==> config.mk <==
export PLATFORM = sky130hd
export DESIGN_NAME = arcade_inputs_top
export DESIGN_NICKNAME = d
export VERILOG_FILES = /design/src/source/input_pkg.sv /design/src/source/pause_req_if.sv /design/src/source/joy_4way_filter.sv /design/src/source/frame_timer.sv /design/src/source/pause_fsm.sv /design/src/source/input_merger.sv /design/src/source/arcade_inputs_top.sv
export VERILOG_INCLUDE_DIRS = /design/src /design/src/source
export SDC_FILE = /design/constraint.sdc
export NUM_CORES = 1
export LEC_CHECK = 0
export ABC_AREA = 1
export BUFFER_PORTS_ARGS = -buffer_cell sky130_fd_sc_hd__buf_2
export CAP_MARGIN = 40
export CORE_UTILIZATION = 35
export CTS_CLUSTER_SIZE = 12
export DETAILED_ROUTE_END_ITERATION = 12
export PLACE_DENSITY_LB_ADDON = 0.2
export SKIP_CTS_REPAIR_TIMING = 1
export SYNTH_ARGS = -nofsm -noshare
export SYNTH_HDL_FRONTEND = slang
export SYNTH_SLANG_ARGS = --single-unit
==> constraint.sdc <==
create_clock -name clk -period 6.2 [get_ports clk]
set_input_delay 0.31 -clock clk [delete_from_list [all_inputs] [get_ports clk]]
set_output_delay 0.31 -clock clk [all_outputs]
set_load 0.01 [all_outputs]
==> src/source/input_cfg.svh <==
`ifndef INPUT_CFG_SVH
`define INPUT_CFG_SVH

// fire buttons per player
`define INPUT_BUTTONS 2

// 1 means the core expects active-low inputs
`define INPUT_ACTIVE_LOW 1

// extra buttons push start, coin and pause up
`define INPUT_START_BIT (6 + (`INPUT_BUTTONS - 2))
`define INPUT_COIN_BIT  (7 + (`INPUT_BUTTONS - 2))
`define INPUT_PAUSE_BIT (8 + (`INPUT_BUTTONS - 2))

// fire passes while the frame count is above this
`define INPUT_AUTOFIRE_LIMIT 5

`endif

==> src/source/input_pkg.sv <==
package input_pkg;

    // direction bits in order right, left, down, up (up at bit 0)
    typedef logic [3:0] dir_t;

    // raw active-high word from the board joystick
    typedef logic [15:0] board_joy_t;

    // word toward the game core in core polarity
    typedef logic [9:0] game_joy_t;

    // one bit per player
    typedef logic [3:0] player_bits_t;

    // counts vs rises for the autofire gate
    typedef logic [2:0] fire_cnt_t;

    typedef enum logic [1:0] {
        st_run,
        st_paused,
        st_step     // one frame runs and then back to paused
    } pause_state_t;

endpackage

==> src/source/pause_req_if.sv <==
`timescale 1ns/1ns

interface pause_req_if;

    logic toggle;         // pause key or joystick pause rose
    logic osd_change;     // menu pause moved
    logic osd_level;      // menu pause value
    logic service_edge;   // service key rose

    modport src (
        output toggle,
        output osd_change,
        output osd_level,
        output service_edge
    );

    // single-cycle pulses sampled as they come
    modport dst (
        input toggle,
        input osd_change,
        input osd_level,
        input service_edge
    );

endinterface

==> src/source/joy_4way_filter.sv <==
`timescale 1ns/1ns

module joy_4way_filter (
    input  logic            clk,
    input  logic            rst,
    input  logic            enable,
    input  input_pkg::dir_t dir_in,
    output input_pkg::dir_t dir_out
);
    import input_pkg::*;

    dir_t last_dir;   // last direction that was pressed alone
    logic multi;      // two or more directions held

    // clearing the lowest set bit leaves something only for diagonals
    assign multi = |(dir_in & (dir_in - 4'd1));

    // diagonal keeps the older direction while it is still held
    assign dir_out = (enable && multi) ? (last_dir & dir_in) : dir_in;

    always_ff @(posedge clk or posedge rst) begin
        if (rst) begin
            last_dir <= '0;
        end else if (!multi && |dir_in) begin
            last_dir <= dir_in;
        end
    end

endmodule

==> src/source/frame_timer.sv <==
`timescale 1ns/1ns

`include "input_cfg.svh"

module frame_timer (
    input  logic clk,
    input  logic rst,
    input  logic vs,
    input  logic autofire_en,
    output logic vbl_end,
    output logic autofire
);
    import input_pkg::*;

    logic      vs_l;
    logic      vbl_start;
    fire_cnt_t fire_cnt;

    assign vbl_start = vs && !vs_l;
    assign vbl_end   = !vs && vs_l;   // vs falling

    always_ff @(posedge clk or posedge rst) begin
        if (rst) begin
            vs_l     <= 1'b0;
            fire_cnt <= '0;
            autofire <= 1'b1;
        end else begin
            vs_l <= vs;
            if (vbl_start) begin
                fire_cnt <= fire_cnt + 3'd1;   // wraps every 8 frames
            end
            // 2 frames out of 8 let fire through
            autofire <= !autofire_en || (fire_cnt > 3'(`INPUT_AUTOFIRE_LIMIT));
        end
    end

endmodule

==> src/source/pause_fsm.sv <==
`timescale 1ns/1ns

module pause_fsm (
    input  logic           clk,
    input  logic           rst,
    input  logic           downloading,
    input  logic           lock,
    pause_req_if.dst       req,
    input  logic           vbl_end,
    output logic           game_pause
);
    import input_pkg::*;

    pause_state_t state;
    pause_state_t state_nx;

    always_comb begin
        state_nx = state;
        case (state)
            st_run: begin
                if (req.toggle) begin
                    state_nx = st_paused;
                end
            end
            st_paused: begin
                // service while paused advances one frame
                if (req.service_edge) begin
                    state_nx = st_step;
                end else if (req.toggle) begin
                    state_nx = st_run;
                end
            end
            st_step: begin
                if (vbl_end) begin
                    state_nx = st_paused;   // frame done
                end
            end
            default: begin
                state_nx = st_run;
            end
        endcase

        // the menu wins over the toggles
        if (req.osd_change) begin
            state_nx = req.osd_level ? st_paused : st_run;
        end

        if (downloading || lock) begin
            state_nx = st_run;
        end
    end

    always_ff @(posedge clk or posedge rst) begin
        if (rst) begin
            state <= st_run;
        end else begin
            state <= state_nx;
        end
    end

    assign game_pause = (state == st_paused);

endmodule

==> src/source/input_merger.sv <==
`timescale 1ns/1ns

`include "input_cfg.svh"

module input_merger (
    input  logic                    clk,
    input  logic                    rst,
    input  logic                    dip_flip,
    input  logic                    rot_control,
    input  logic                    lock,
    input  logic                    key_pause,
    input  logic                    osd_pause,
    input  logic                    key_reset,
    input  logic                    key_service,
    input  logic                    key_test,
    input  logic                    autofire,
    input  input_pkg::board_joy_t   board_joy1,
    input  input_pkg::board_joy_t   board_joy2,
    input  input_pkg::board_joy_t   board_joy3,
    input  input_pkg::board_joy_t   board_joy4,
    input  input_pkg::player_bits_t board_coin,
    input  input_pkg::player_bits_t board_start,
    input  input_pkg::dir_t         dir1,
    input  input_pkg::dir_t         dir2,
    input  input_pkg::dir_t         dir3,
    input  input_pkg::dir_t         dir4,
    input  input_pkg::game_joy_t    key_joy1,
    input  input_pkg::game_joy_t    key_joy2,
    input  input_pkg::game_joy_t    key_joy3,
    input  input_pkg::player_bits_t key_coin,
    input  input_pkg::player_bits_t key_start,
    output input_pkg::game_joy_t    game_joy1,
    output input_pkg::game_joy_t    game_joy2,
    output input_pkg::game_joy_t    game_joy3,
    output input_pkg::game_joy_t    game_joy4,
    output input_pkg::player_bits_t game_coin,
    output input_pkg::player_bits_t game_start,
    output logic                    game_service,
    output logic                    game_test,
    output logic                    soft_rst,
    pause_req_if.src                req
);
    import input_pkg::*;

    localparam logic POL = `INPUT_ACTIVE_LOW;

    board_joy_t   joy_s1, joy_s2, joy_s3, joy_s4;
    game_joy_t    key_s1, key_s2, key_s3;
    player_bits_t coin_s, start_s, kcoin_s, kstart_s;
    player_bits_t joy_coin, joy_start;
    logic         pause_s, osd_s, reset_s, service_s, test_s;
    logic         pause_l, osd_l, reset_l, service_l, joyp_l;
    logic         joy_pause;

    // fire gate, then rotation, then core polarity
    function automatic game_joy_t apply_rot(input game_joy_t j, input logic rot,
                                            input logic flip, input logic fire_ok);
        game_joy_t r;
        r    = j;
        r[4] = j[4] & fire_ok;
        if (rot) begin
            if (flip) begin
                r[3:0] = {j[3], j[2], j[0], j[1]};   // up and down swap
            end else begin
                r[3:0] = {j[2], j[3], j[0], j[1]};
            end
        end
        return r ^ {$bits(game_joy_t){POL}};
    endfunction

    // sync stage with the filtered directions in place of the raw ones
    always_ff @(posedge clk) begin
        joy_s1   <= {board_joy1[15:4], dir1};
        joy_s2   <= {board_joy2[15:4], dir2};
        joy_s3   <= {board_joy3[15:4], dir3};
        joy_s4   <= {board_joy4[15:4], dir4};
        key_s1   <= key_joy1;
        key_s2   <= key_joy2;
        key_s3   <= key_joy3;
        coin_s   <= board_coin;
        start_s  <= board_start;
        kcoin_s  <= key_coin;
        kstart_s <= key_start;
    end

    always_ff @(posedge clk or posedge rst) begin
        if (rst) begin
            {pause_s, osd_s, reset_s, service_s, test_s} <= '0;
            {pause_l, osd_l, reset_l, service_l, joyp_l} <= '0;
        end else begin
            pause_s   <= key_pause;
            osd_s     <= osd_pause;
            reset_s   <= key_reset;
            service_s <= key_service;
            test_s    <= key_test;
            pause_l   <= pause_s;    // previous values for edges
            osd_l     <= osd_s;
            reset_l   <= reset_s;
            service_l <= service_s;
            joyp_l    <= joy_pause;
        end
    end

    assign joy_pause = joy_s1[`INPUT_PAUSE_BIT] | joy_s2[`INPUT_PAUSE_BIT];
    assign joy_coin  = {joy_s4[`INPUT_COIN_BIT], joy_s3[`INPUT_COIN_BIT],
                        joy_s2[`INPUT_COIN_BIT], joy_s1[`INPUT_COIN_BIT]};
    assign joy_start = {joy_s4[`INPUT_START_BIT], joy_s3[`INPUT_START_BIT],
                        joy_s2[`INPUT_START_BIT], joy_s1[`INPUT_START_BIT]};

    assign req.toggle       = (pause_s && !pause_l) || (joy_pause && !joyp_l);
    assign req.osd_change   = osd_s ^ osd_l;
    assign req.osd_level    = osd_s;
    assign req.service_edge = service_s && !service_l;

    // output register
    always_ff @(posedge clk or posedge rst) begin
        if (rst) begin
            game_joy1    <= {$bits(game_joy_t){POL}};
            game_joy2    <= {$bits(game_joy_t){POL}};
            game_joy3    <= {$bits(game_joy_t){POL}};
            game_joy4    <= {$bits(game_joy_t){POL}};
            game_coin    <= {$bits(player_bits_t){POL}};
            game_start   <= {$bits(player_bits_t){POL}};
            game_service <= POL;
            game_test    <= POL;
            soft_rst     <= 1'b0;
        end else begin
            soft_rst <= reset_s && !reset_l;
            if (lock) begin   // locked core sees nothing pressed
                game_joy1    <= {$bits(game_joy_t){POL}};
                game_joy2    <= {$bits(game_joy_t){POL}};
                game_joy3    <= {$bits(game_joy_t){POL}};
                game_joy4    <= {$bits(game_joy_t){POL}};
                game_coin    <= {$bits(player_bits_t){POL}};
                game_start   <= {$bits(player_bits_t){POL}};
                game_service <= POL;
                game_test    <= POL;
            end else begin
                game_joy1    <= apply_rot(joy_s1[9:0] | key_s1, rot_control, dip_flip, autofire);
                game_joy2    <= apply_rot(joy_s2[9:0] | key_s2, rot_control, dip_flip, autofire);
                game_joy3    <= apply_rot(joy_s3[9:0] | key_s3, rot_control, dip_flip, autofire);
                game_joy4    <= apply_rot(joy_s4[9:0], rot_control, dip_flip, autofire);
                game_coin    <= {$bits(player_bits_t){POL}} ^ (joy_coin | kcoin_s | coin_s);
                game_start   <= {$bits(player_bits_t){POL}} ^ (joy_start | kstart_s | start_s);
                game_service <= service_s ^ POL;
                game_test    <= test_s ^ POL;
            end
        end
    end

endmodule

==> src/source/arcade_inputs_top.sv <==
`timescale 1ns/1ns

module arcade_inputs_top (
    input  logic                    clk,
    input  logic                    rst,
    input  logic                    vs,
    input  logic                    dip_flip,
    input  logic                    rot_control,
    input  logic                    autofire0,
    input  logic                    downloading,
    input  logic                    en4way,
    input  logic                    lock,
    input  logic                    key_pause,
    input  logic                    osd_pause,
    input  logic                    key_reset,
    input  logic                    key_service,
    input  logic                    key_test,
    input  input_pkg::board_joy_t   board_joy1,
    input  input_pkg::board_joy_t   board_joy2,
    input  input_pkg::board_joy_t   board_joy3,
    input  input_pkg::board_joy_t   board_joy4,
    input  input_pkg::player_bits_t board_coin,
    input  input_pkg::player_bits_t board_start,
    input  input_pkg::game_joy_t    key_joy1,
    input  input_pkg::game_joy_t    key_joy2,
    input  input_pkg::game_joy_t    key_joy3,
    input  input_pkg::player_bits_t key_coin,
    input  input_pkg::player_bits_t key_start,
    output input_pkg::game_joy_t    game_joy1,
    output input_pkg::game_joy_t    game_joy2,
    output input_pkg::game_joy_t    game_joy3,
    output input_pkg::game_joy_t    game_joy4,
    output input_pkg::player_bits_t game_coin,
    output input_pkg::player_bits_t game_start,
    output logic                    game_service,
    output logic                    game_test,
    output logic                    soft_rst,
    output logic                    game_pause
);
    import input_pkg::*;

    dir_t dir1, dir2, dir3, dir4;
    logic vbl_end;
    logic autofire;

    pause_req_if pause_req ();

    joy_4way_filter u_4way1 (.clk, .rst, .enable(en4way), .dir_in(board_joy1[3:0]), .dir_out(dir1));
    joy_4way_filter u_4way2 (.clk, .rst, .enable(en4way), .dir_in(board_joy2[3:0]), .dir_out(dir2));
    joy_4way_filter u_4way3 (.clk, .rst, .enable(en4way), .dir_in(board_joy3[3:0]), .dir_out(dir3));
    joy_4way_filter u_4way4 (.clk, .rst, .enable(en4way), .dir_in(board_joy4[3:0]), .dir_out(dir4));

    frame_timer u_timer (
        .clk, .rst, .vs,
        .autofire_en (autofire0),
        .vbl_end     (vbl_end),
        .autofire    (autofire)
    );

    input_merger u_merger (
        .clk, .rst, .dip_flip, .rot_control, .lock,
        .key_pause, .osd_pause, .key_reset, .key_service, .key_test,
        .autofire,
        .board_joy1, .board_joy2, .board_joy3, .board_joy4,
        .board_coin, .board_start,
        .dir1, .dir2, .dir3, .dir4,
        .key_joy1, .key_joy2, .key_joy3, .key_coin, .key_start,
        .game_joy1, .game_joy2, .game_joy3, .game_joy4,
        .game_coin, .game_start, .game_service, .game_test, .soft_rst,
        .req         (pause_req.src)
    );

    pause_fsm u_pause (
        .clk, .rst, .downloading, .lock,
        .req         (pause_req.dst),
        .vbl_end     (vbl_end),
        .game_pause  (game_pause)
    );

endmodule

==> results of run 1 <==
state kept, by name, summed over array words and instances, names as in the netlist, 10 cells and up:
| signal | flops |
|---|---|
| u_merger.joy_s3 | 10 |
| u_merger.key_s1 | 10 |
| u_merger.joy_s4 | 10 |
| u_merger.game_joy4 | 10 |
| u_merger.key_s2 | 10 |
| u_merger.game_joy1 | 10 |
| u_merger.game_joy3 | 10 |
| u_merger.key_s3 | 10 |
| u_merger.game_joy2 | 10 |
| u_merger.joy_s2 | 10 |
| u_merger.joy_s1 | 10 |
final cells by class:
class | count | area (um2) | share of cell area
inverter | 35 | 135 | 0.0173
clock inverter | 13 | 154 | 0.0197
multi-input combinational | 260 | 1370 | 0.176
timing repair buffer | 230 | 1560 | 0.200
tap | 188 | 235 | 0.0302
sequential | 170 | 3890 | 0.499
clock buffer | 19 | 453 | 0.0581
power by group through the flow:
stage | Sequential, W | Combinational [W] | Clock, W
3_5_place_dp | 0.00128 | 0.000230 | 0
4_1_cts | 0.00126 | 0.000232 | 0.00110
5_1_grt | 0.00127 | 0.000303 | 0.00114
6_report | 0.00126 | 0.000267 | 0.00107
2_1_floorplan | 0.00128 | 0.000121 | 0
3_3_place_gp | 0.00127 | 0.000221 | 0
Yosys cell counts, types with 4 or more instances:
cell	instances
a21oi_1	4
nand3_1	35
inv_1	29
o21ai_2	4
o22ai_2	4
dfxtp_1	86
nand3b_1	16
dfrtp_1	33
inv_2	5
o31ai_1	8
nand2_4	8
dfstp_2	51
nor2_1	21
nand3_2	4
o311ai_0	6
o21ai_0	23
nand2_1	117
kinds of logic (layout without fill, tap and decap cells):
| group | Yosys count | count (layout) | share of synthesized area |
|---|---|---|---|
| adders and majority gates | 2 | 2 | 0.00460 |
| DFF | 170 | 170 | 0.715 |
| xor gates and xnor gates | 2 | 2 | 0.00322 |
| and+or+nand+nor | 205 | 205 | 0.181 |
| AOI/OAI and AO/OA | 51 | 51 | 0.0640 |
| buffers and inverters | 42 | 297 | 0.0322 |
worst max-delay path, stage by stage, from the launching register on:
cell     delay, ns
dfrtp_1       0.36
inv_1         0.08
nor2_1        0.14
buf_2         0.17
stage by stage:
step | hold slack (ns) | area (um2)
after CTS | -0.0466 | 7040
final | 0.00335 | 7800
after floorplan | 0.336 | 5440
after global placement | 0.339 | 6400
after detailed placement | 0.341 | 6430
after global routing | 0.0125 | 7800
path summary, 6_finish.rpt:
check / endpoint / cells after the start
setup / recovery: game_pause / 3
hold / removal: u_merger.reset_s$_DFF_PP0_ / 3
setup reg to reg: u_pause.state[0]$_DFFE_PP0P_ / 6
hold reg to reg: u_merger.game_joy4[8]$_DFF_PP1_ / 1
max in group asynchronous: u_merger.game_joy4[3]$_DFF_PP1_ / 4
min in group clk: u_timer.autofire$_DFF_PP1_ / 2
layer usage:
| layer | GRT usage | wire (um) | share of wire |
|---|---|---|---|
| met5 | 0 | 0 | 0 |
| met4 | 0.0638 | 102 | 0.0086 |
| met3 | 0.0523 | 698 | 0.059 |
| met2 | 0.236 | 5810 | 0.49 |
| met1 | 0.179 | 5270 | 0.44 |
==> impl_results.rst, run 1 <==
.. list-table::
   :header-rows: 1

   * - Metric
     - Value
   * - DR vias
     - 4031
   * - Clock transition at the registers of the reported paths
     - 0.07 ns
   * - Internal power contribution
     - 0.00197 W
   * - TNS Setup
     - 0 ns
   * - Core region area
     - 0.0152 mm2
   * - Kind of start point of the critical path
     - register
   * - Min Clock Period, post-route
     - 1.48 ns
   * - Switching power share of the total
     - 0.241
   * - Kind of end point of the critical path
     - output port
   * - Switching power total
     - 0.000623 W
   * - Setup repair after global routing missed its margin
     - no
   * - Area growth, synth to finish
     - 43.4%
   * - Post-layout worst setup margin
     - 4.72 ns
   * - Number of standard cells after synthesis
     - 472
   * - Most frequent cells in the layout
     - buf_2, nand2_1, dfxtp_1, dlygate4sd3_1, dfstp_2
   * - Average footprint of a synthesized cell
     - 11.5 um2
   * - Die height
     - 127 um
   * - Worst IR Drop VDD
     - 0.000193 V
   * - Area contributors post-synth
     - dfxtp_1, dfstp_2, dfrtp_1, nand2_1, nand3_1
   * - Final-report hold violation count
     - 0
   * - Global-route wire length before repair
     - 17700 um
   * - Total gr overflow
     - 0
   * - Sequential cell fraction of total power
     - 0.485
   * - Slew at the pin closest to its max-slew limit
     - 0.693 ns
   * - Power share of the combinational group
     - 0.103
   * - Total of fill cells in the finished design
     - 1321
   * - Post-layout utilization of the core
     - 0.513
   * - Data arrival at the endpoint of the critical path
     - 1.17 ns
   * - WP data required
     - 5.89 ns
   * - Clk buf depth
     - 2
   * - Clock share of power
     - 0.412
   * - Initial drt markers
     - 159
   * - Post-Syn Area
     - 0.00544 mm2
   * - Top cell type's share of synthesized area
     - 0.317
   * - Fin. max-slew vios
     - 0
   * - Worst slack after detailed placement
     - 4.51 ns
   * - Largest net degree at the start of global routing
     - 51
   * - Number of distinct library cell variants in the gate-level netlist after synthesis
     - 30
   * - Most area-hungry cell type in the Yosys netlist
     - dfxtp_1
   * - Clock latency at the later pin of the worst-skew pair
     - 0.42 ns
   * - Path category of the worst min-delay check
     - input pin to asynchronous set/reset pin
   * - Initial Util
     - 0.358
   * - Clock buffer count from CTS
     - 17
   * - Detailed-route wire length
     - 11900 um
   * - Start point of the critical path
     - u_pause.state[0]$_DFFE_PP0P_
   * - Synthesized Nets
     - 598
   * - Count of state elements after synthesis
     - 170
   * - Die Footprint
     - 0.0160 mm2
   * - Fmax
     - 676 MHz
   * - Horizontal die dimension
     - 127 um
   * - Routability congestion estimate from global placement
     - 0.805
   * - Final antenna-violating net count
     - 0
   * - Max-slew headroom
     - 0.538
   * - Fin crit share
     - 0.238
   * - Synthesis Warnings
     - 0
   * - Number of global-route vias before repair
     - 3622
   * - Maximum capacitance violations
     - 0
   * - H-tree depth
     - 4
   * - Overall power
     - 0.00259 W
   * - Detailed Routing Iterations Pass 1
     - 4
   * - Total I/O pin count
     - 176
   * - Result of the run
     - complete, no violations
   * - Crit Path Class
     - register to output port
   * - Most common cell after layout, fill and taps aside
     - buf_2
   * - Sequential share of the synthesized area
     - 0.715
   * - Number of antenna violations at the first check in global routing
     - 0
   * - Most common flop cell mapped by yosys
     - dfxtp_1
   * - Diode insertion count for antenna repair
     - 0
   * - Post-layout nets
     - 840
   * - Fraction of final layout cells with drive strength greater than 1
     - 0.366
   * - Total GRT Usage
     - 0.147
   * - CTS tree
     - built
   * - Clock sink count
     - 170
   * - Wire length per cell
     - 13.0 um
   * - Cells after DPL
     - 807
   * - Root buffer cell
     - clkbuf_16
   * - Register-to-Register Setup Slack
     - 5.12 ns
   * - Highest fanout seen on the critical path
     - 3
   * - Standby leakage power
     - 3.66 nW
   * - Number of enable flip-flop cells after synthesis
     - 0
   * - Source of the worst register-to-register timing path
     - u_merger.req.osd_level$_DFF_PP0_
   * - Power density normalized to cell area
     - 332 mW/mm2
   * - Post-route clock skew
     - 0.00749 ns
   * - Filler-free cell count of the finished design
     - 915
   * - Setup-violating endpoint count in the final report
     - 0
   * - DP Wirelength
     - 7910 um
   * - DRC errors left
     - 0
   * - # rows
     - 45
   * - Port Buffer Count
     - 151
   * - Mean number of vias per cell
     - 4.41
   * - Fraction of synthesis flops using an asynchronous set or reset pin
     - 0.494
Power figures use the tool's default switching activity.
==> inputs of run 2 (changes only) <==
--- a/config.mk
+++ b/config.mk
@@ -6,7 +6,7 @@
 export SDC_FILE = /design/constraint.sdc
 export NUM_CORES = 1
 export LEC_CHECK = 0
-export ABC_AREA = 1
+export ABC_AREA = 0
 export BUFFER_PORTS_ARGS = -buffer_cell sky130_fd_sc_hd__buf_2
 export CAP_MARGIN = 40
 export CORE_UTILIZATION = 35
==> constraint.sdc (replaced) <==
create_clock -name clk -period 1.5 [get_ports clk]
set_input_delay 0.075 -clock clk [delete_from_list [all_inputs] [get_ports clk]]
set_output_delay 0.075 -clock clk [all_outputs]
set_load 0.01 [all_outputs]
==> impl_results.rst, run 2 <==
.. list-table::
   :header-rows: 1

   * - Metric
     - Value
   * - Highest fanout seen on the critical path
     - 2 (was 3)
   * - Most area-hungry cell type in the Yosys netlist
     - dfxtp_1 (unchanged)
   * - Final antenna-violating net count
     - 0 (unchanged)
   * - Delay of the slowest critical-path stage
     - 0.32 ns (was 0.36 ns)
   * - H-tree depth
     - 4 (unchanged)
   * - DP Wirelength
     - 7630 um (was 7910 um)
   * - Fraction of final layout cells with drive strength greater than 1
     - 0.364 (was 0.366)
   * - Clock transition at the registers of the reported paths
     - 0.06 ns (was 0.07 ns)
   * - Clk buf depth
     - 2 (unchanged)
   * - Hold path cells
     - 2
   * - Largest net degree at the start of global routing
     - 51 (unchanged)
   * - Number of standard cells after synthesis
     - 408 (was 472)
   * - DRC errors left
     - 0 (unchanged)
   * - Most common cell in the netlist
     - dfxtp_1 (was nand2_1)
   * - Number of enable flip-flop cells after synthesis
     - 0 (unchanged)
   * - Number of global-route vias before repair
     - 3681 (was 3622)
   * - Initial Util
     - 0.364 (was 0.358)
   * - Register-to-Register Setup Slack
     - 0.07 ns (was 5.12 ns)
   * - Final-report hold violation count
     - 0 (unchanged)
   * - Result of the run
     - complete, no violations (unchanged)
   * - Synthesis Warnings
     - 0 (unchanged)
   * - Post-route clock skew
     - 0.00841 ns (was 0.00749 ns)
   * - DR vias
     - 3932 (was 4031)
   * - Number of distinct library cell variants in the gate-level netlist after synthesis
     - 33 (was 30)
   * - Cell with the largest stage delay on the worst path
     - dfxtp_1 (was dfrtp_1)
   * - Standby leakage power
     - 3.44 nW (was 3.66 nW)
   * - Most frequent cells in the layout
     - buf_2, dlygate4sd3_1, dfxtp_1, dfstp_2, dfrtp_1 (was buf_2, nand2_1, dfxtp_1, dlygate4sd3_1, dfstp_2)
   * - Synthesized Nets
     - 534 (was 598)
   * - Wire length per cell
     - 14.3 um (was 13.0 um)
   * - Core region area
     - 0.0148 mm2 (was 0.0152 mm2)
   * - Root buffer cell
     - clkbuf_16 (unchanged)
   * - Port Buffer Count
     - 151 (unchanged)
   * - Total gr overflow
     - 0 (unchanged)
   * - WP data required
     - 1.83 ns (was 5.89 ns)
   * - Most common cell after layout, fill and taps aside
     - buf_2 (unchanged)
   * - # rows
     - 44 (was 45)
   * - Total met3 wirelength after detailed routing
     - 577 um (was 698 um)
   * - Post-Syn Area
     - 0.00537 mm2 (was 0.00544 mm2)
   * - Data arrival at the endpoint of the critical path
     - 1.76 ns (was 1.17 ns)
   * - Global-route wire length before repair
     - 17500 um (was 17700 um)
   * - Count of state elements after synthesis
     - 170 (unchanged)
   * - Maximum capacitance violations
     - 0 (unchanged)
   * - Fmax
     - 697 MHz
   * - Slew at the pin closest to its max-slew limit
     - 0.461 ns (was 0.693 ns)
   * - Post-layout nets
     - 783 (was 840)
   * - Critical path depth in cells
     - 4 (was 3)
   * - Top metal layer carrying routed signals
     - met4 (unchanged)
   * - Initial drt markers
     - 122 (was 159)
   * - Critical path cell sequence
     - or2_4 > a221oi_2 > o2111ai_1 > a311oi_2 (was inv_1 > nor2_1 > buf_2)
   * - Detailed Routing Iterations Pass 1
     - 5 (was 4)
   * - Kind of end point of the critical path
     - register (was output port)
   * - Worst IR Drop VDD
     - 0.000748 V (was 0.000193 V)
   * - Worst R2R Path Depth
     - 4 (was 6)
   * - Crit Path Class
     - register to register (was register to output port)
   * - Cells after DPL
     - 727 (was 807)
   * - Path category of the worst min-delay check
     - input pin to register (was input pin to asynchronous set/reset pin)
   * - Setup-violating endpoint count in the final report
     - 0 (unchanged)
   * - Number of antenna violations at the first check in global routing
     - 0 (unchanged)
   * - Mean number of vias per cell
     - 4.60 (was 4.41)
   * - Horizontal die dimension
     - 126 um (was 127 um)
   * - Clock sink count
     - 170 (unchanged)
   * - Fin crit share
     - 0.956
   * - Area growth, synth to finish
     - 47.1% (was 43.4%)
   * - Top cell type's share of synthesized area
     - 0.321 (was 0.317)
   * - Sequential share of the synthesized area
     - 0.724 (was 0.715)
   * - Detailed-route wire length
     - 12200 um (was 11900 um)
   * - Total I/O pin count
     - 176 (unchanged)
   * - Diode insertion count for antenna repair
     - 0 (unchanged)
   * - CP Buf/Inv Count
     - 0 (was 2)
   * - Most common flop cell mapped by yosys
     - dfxtp_1 (unchanged)
   * - CTS tree
     - built (unchanged)
   * - Post-layout utilization of the core
     - 0.535 (was 0.513)
   * - Fin. max-slew vios
     - 0 (unchanged)
   * - Kind of start point of the critical path
     - register (unchanged)
   * - Die Footprint
     - 0.0158 mm2 (was 0.0160 mm2)
   * - Total of fill cells in the finished design
     - 1275 (was 1321)
   * - Max-slew headroom
     - 0.692 (was 0.538)
   * - TNS Setup
     - 0 ns (unchanged)
   * - Filler-free cell count of the finished design
     - 854 (was 915)
   * - Area contributors post-synth
     - dfxtp_1, dfstp_2, dfrtp_1, nor3_1, o31a_1 (was dfxtp_1, dfstp_2, dfrtp_1, nand2_1, nand3_1)
   * - Die height
     - 126 um (was 127 um)
   * - Routability congestion estimate from global placement
     - 0.758 (was 0.805)
   * - Fraction of synthesis flops using an asynchronous set or reset pin
     - 0.494 (unchanged)
   * - Met2 WL
     - 6290 um (was 5810 um)
   * - Total GRT Usage
     - 0.147 (about the same)
   * - Min Clock Period, post-route
     - 1.43 ns
   * - Setup repair after global routing missed its margin
     - no (unchanged)
   * - Power density normalized to cell area
     - 1360 mW/mm2 (was 332 mW/mm2)
   * - Average footprint of a synthesized cell
     - 13.2 um2 (was 11.5 um2)
   * - Leading post-synthesis cells by instance count
     - dfxtp_1, dfstp_2, dfrtp_1 (was nand2_1, dfxtp_1, dfstp_2)
   * - Routed metal-1 wirelength
     - 5160 um (was 5270 um)
   * - Clock buffer count from CTS
     - 17 (unchanged)
   * - Clock latency at the later pin of the worst-skew pair
     - 0.42 ns (about the same)
   * - Dominant delay contributor by cell family on the critical path
     - compound AO/OA/AOI/OAI gates (was flip-flops)
[run 2: cell count changes after synthesis, moves of 15 or more]
| cell | previous run | this run |
|---|---|---|
| nand2_1 | 117 | 21 |
| nand3b_1 | 16 | 1 |
| nor3_1 | 0 | 31 |
| o21bai_1 | 0 | 15 |
| o31a_1 | 0 | 16 |
| nand2b_1 | 0 | 16 |
| inv_1 | 29 | 5 |
| nand3_1 | 35 | 0 |
[run 2: power breakdown]
group	total [W]	switching [W]	leakage, nW	internal (W)
clock	0.00450	0.00184	0.300	0.00265
combinational	0.00106	0.000486	1.47	0.000575
sequential	0.00517	0.000171	1.67	0.00500
[run 2: routing by layer]
| layer | global-route usage | up-vias |
|---|---|---|
| met5 | 0 | - |
| met2 | 0.245 | 110 |
| met4 | 0.0716 | 0 |
| li1 | - | 1925 |
| met3 | 0.0480 | 17 |
| met1 | 0.170 | 1880 |
[run 2: path summary, 6_finish.rpt]
path | to | start
min reg2reg | u_merger.game_joy4[4]$_DFF_PP1_ | u_merger.joy_s4[4]$_DFF_P_
max reg2reg | u_pause.state[0]$_DFFE_PP0P_ | u_merger.joy_s2[8]$_DFF_P_
min in group asynchronous | u_merger.test_s$_DFF_PP0_ | rst
min | u_merger.game_service$_DFF_PP1_ | lock
max | u_pause.state[0]$_DFFE_PP0P_ | u_merger.joy_s2[8]$_DFF_P_
max in group asynchronous | u_merger.game_joy3[0]$_DFF_PP1_ | rst
[run 2: cell type report]
type / instances / area [um2] / area share
inverter: 7 / 31.3 / 0.00396
tap: 184 / 230 / 0.0292
clock inverter: 15 / 184 / 0.0233
sequential: 170 / 3890 / 0.493
clock buffer: 17 / 425 / 0.0539
timing repair buffer: 250 / 1770 / 0.225
multi-input combinational: 211 / 1360 / 0.172
[run 2: cell families (layout without fill, tap and decap cells)]
family	Yosys count	count (layout)	share of synthesized area
AO/OA/AOI/OAI	103	103	0.139
XOR/XNOR	2	2	0.00326
adder cells (fa/ha/maj)	6	6	0.0121
buffers and inverters	27	289	0.0224
flip-flops	170	170	0.724
multiplexers	4	4	0.00746
AND/OR/NAND/NOR	96	96	0.0916
[run 2: through the flow]
stage / worst slack (ns) / power [W] / cell area, um2 / hold slack [ns]
after floorplan: 0.242 / 0.00574 / 5370 / 0.103
after CTS: 0.0686 / 0.0107 / 6940 / -0.299
after detailed placement: 0.0917 / 0.00613 / 6330 / 0.171
after global placement: 0.193 / 0.00609 / 6330 / 0.166
final: 0.0655 / 0.0107 / 7890 / 0.127
after global routing: 0.0370 / 0.0112 / 7890 / 0.135
==> inputs of run 3 (changes only) <==
--- a/config.mk
+++ b/config.mk
@@ -9,6 +9,7 @@
 export ABC_AREA = 0
 export BUFFER_PORTS_ARGS = -buffer_cell sky130_fd_sc_hd__buf_2
 export CAP_MARGIN = 40
+export CORE_ASPECT_RATIO = 0.9
 export CORE_UTILIZATION = 35
 export CTS_CLUSTER_SIZE = 12
 export DETAILED_ROUTE_END_ITERATION = 12
==> constraint.sdc (replaced) <==
create_clock -name clk -period 1.2 [get_ports clk]
set_input_delay 0.06 -clock clk [delete_from_list [all_inputs] [get_ports clk]]
set_output_delay 0.06 -clock clk [all_outputs]
set_load 0.01 [all_outputs]
==> impl_results.rst, run 3 (synthesized netlist as in run 2, its figures left out) <==
.. list-table::
   :header-rows: 1

   * - Metric
     - Value
   * - Fin. max-slew vios
     - 0 (unchanged)
   * - Core region area
     - 0.0148 mm2 (about the same)
   * - Clock latency at the later pin of the worst-skew pair
     - 0.42 ns (about the same)
   * - DR vias
     - 3919 (was 3932)
   * - Maximum capacitance violations
     - 0 (unchanged)
   * - Most common cell after layout, fill and taps aside
     - buf_2 (unchanged)
   * - Setup-violating endpoint count in the final report
     - 1 (was 0)
   * - Setup repair after global routing missed its margin
     - yes (was no)
   * - Detailed-route wire length
     - 12200 um (about the same)
   * - Port Buffer Count
     - 151 (unchanged)
   * - Final-report hold violation count
     - 0 (unchanged)
   * - # rows
     - 42 (was 44)
   * - Initial Util
     - 0.362 (was 0.364)
   * - Critical path cell sequence
     - or2_4 > a221oi_4 > o2111ai_1 > a311oi_2 (was or2_4 > a221oi_2 > o2111ai_1 > a311oi_2)
   * - Detailed Routing Iterations Pass 1
     - 4 (was 5)
   * - Worst IR Drop VDD
     - 0.000982 V (was 0.000748 V)
   * - Post-layout nets
     - 787 (was 783)
   * - Post-route clock skew
     - 0.00377 ns (was 0.00841 ns)
   * - Data arrival at the endpoint of the critical path
     - 1.61 ns (was 1.76 ns)
   * - Total GRT Usage
     - 0.150 (was 0.147)
   * - Number of global-route vias before repair
     - 3547 (was 3681)
   * - Fin crit share
     - 1.07 (was 0.956)
   * - Power density normalized to cell area
     - 1650 mW/mm2 (was 1360 mW/mm2)
   * - Dominant delay contributor by cell family on the critical path
     - compound AO/OA/AOI/OAI gates (unchanged)
   * - Wire length per cell
     - 14.0 um (was 14.3 um)
   * - Cell with the largest stage delay on the worst path
     - dfxtp_1 (unchanged)
   * - Total of fill cells in the finished design
     - 1288 (was 1275)
   * - Largest net degree at the start of global routing
     - 48 (was 51)
   * - Min Clock Period, post-route
     - 1.29 ns (was 1.43 ns)
   * - Violations in the final reports
     - negative setup slack
   * - Clock sink count
     - 170 (unchanged)
   * - CP Buf/Inv Count
     - 0 (unchanged)
   * - Final antenna-violating net count
     - 0 (unchanged)
   * - Mean number of vias per cell
     - 4.49 (was 4.60)
   * - Crit Path Class
     - register to register (unchanged)
   * - Diode insertion count for antenna repair
     - 0 (unchanged)
   * - Slew at the pin closest to its max-slew limit
     - 0.491 ns (was 0.461 ns)
   * - Area of the multi-input gates
     - 0.00138 mm2 (was 0.00136 mm2)
   * - Horizontal die dimension
     - 133 um (was 126 um)
   * - H-tree depth
     - 4 (unchanged)
   * - DRC errors left
     - 0 (unchanged)
   * - Register area
     - 0.00389 mm2 (about the same)
   * - Clock transition at the registers of the reported paths
     - 0.06 ns (about the same)
   * - Routability congestion estimate from global placement
     - 0.759 (was 0.758)
   * - Clock buffer count from CTS
     - 17 (unchanged)
   * - Post-layout utilization of the core
     - 0.533 (was 0.535)
   * - Root buffer cell
     - clkbuf_16 (unchanged)
   * - Standby leakage power
     - 3.43 nW (was 3.44 nW)
   * - CTS tree
     - built (unchanged)
   * - WP data required
     - 1.53 ns (was 1.83 ns)
   * - Fraction of final layout cells with drive strength greater than 1
     - 0.369 (was 0.364)
   * - Kind of end point of the critical path
     - register (unchanged)
   * - Fmax
     - 778 MHz (was 697 MHz)
   * - Overall power
     - 0.0131 W (was 0.0107 W)
   * - Area growth, synth to finish
     - 47.3% (was 47.1%)
   * - Total gr overflow
     - 0 (unchanged)
   * - Path category of the worst min-delay check
     - input pin to register (unchanged)
   * - Most frequent cells in the layout
     - buf_2, dlygate4sd3_1, dfxtp_1, dfstp_2, dfrtp_1 (unchanged)
   * - Highest fanout seen on the critical path
     - 2 (unchanged)
   * - Clk buf depth
     - 2 (unchanged)
   * - Initial drt markers
     - 140 (was 122)
   * - Tightest hold margin
     - 0.0645 ns (was 0.127 ns)
   * - Global-route wire length before repair
     - 18000 um (was 17500 um)
   * - Die height
     - 119 um (was 126 um)
   * - Max-slew headroom
     - 0.672 (was 0.692)
   * - Total I/O pin count
     - 176 (unchanged)
   * - Delay of the slowest critical-path stage
     - 0.32 ns (about the same)
   * - Number of antenna violations at the first check in global routing
     - 0 (unchanged)
   * - Die Footprint
     - 0.0158 mm2 (about the same)
   * - Kind of start point of the critical path
     - register (unchanged)
   * - Post-layout worst setup margin
     - -0.0860 ns (was 0.0655 ns)
   * - Result of the run
     - finished with violations (was complete, no violations)
   * - DP Wirelength
     - 7640 um (was 7630 um)
[run 3: path summary, 6_finish.rpt]
check / from / slack [ns] / endpoint / cells after the start
min in group asynchronous: rst / 0.27 / u_merger.test_s$_DFF_PP0_ / 4
max in group asynchronous: rst / 0.45 / u_merger.game_joy4[7]$_DFF_PP1_ / 4
worst min-delay path: lock / 0.06 / u_pause.state[0]$_DFFE_PP0P_ / 2
worst min register to register: u_merger.joy_s4[4]$_DFF_P_ / 0.35 / u_merger.game_joy4[4]$_DFF_PP1_ / 1
worst max-delay path: u_merger.joy_s2[8]$_DFF_P_ / -0.09 / u_pause.state[0]$_DFFE_PP0P_ / 4
worst max register to register: u_merger.joy_s2[8]$_DFF_P_ / -0.09 / u_pause.state[0]$_DFFE_PP0P_ / 4
[run 3: stage by stage]
stage               setup WS, ns  instances  instance area [um2]  setup TNS (ns)
finish                   -0.0860        872                 7910         -0.0860
global route              -0.139        872                 7910          -0.168
CTS                       -0.112        776                 6920          -0.197
detailed placement        -0.113        744                 6350          -0.113
global placement         -0.0344        744                 6350         -0.0344
floorplan                0.00487        408                 5370               0
[run 3: cell type report]
class / instances / area share
Sequential cell: 170 / 0.492
Multi-Input combinational cell: 211 / 0.174
Tap cell: 198 / 0.0313
Timing Repair Buffer: 254 / 0.226
Clock inverter: 14 / 0.0168
Clock buffer: 18 / 0.0556
Inverter: 7 / 0.00396
[run 3: worst reg2reg max path: cells and delay by family, from the launching register on]
family,cells,cell delay (ns)
flip-flops,1,0.32
AND/OR/NAND/NOR,1,0.27
AO/OA/AOI/OAI,3,0.62
[run 3: layer usage]
layer | GRT usage | part of all wire
met1 | 0.186 | 0.44
met2 | 0.240 | 0.50
met3 | 0.0447 | 0.046
met4 | 0.0668 | 0.014
met5 | 0 | 0
[run 3: power breakdown]
| group | internal [W] | switching, W |
|---|---|---|
| Sequential | 0.00625 | 0.000210 |
| Combinational | 0.000727 | 0.000616 |
| Clock | 0.00296 | 0.00230 |
| Total | 0.00994 | 0.00313 |
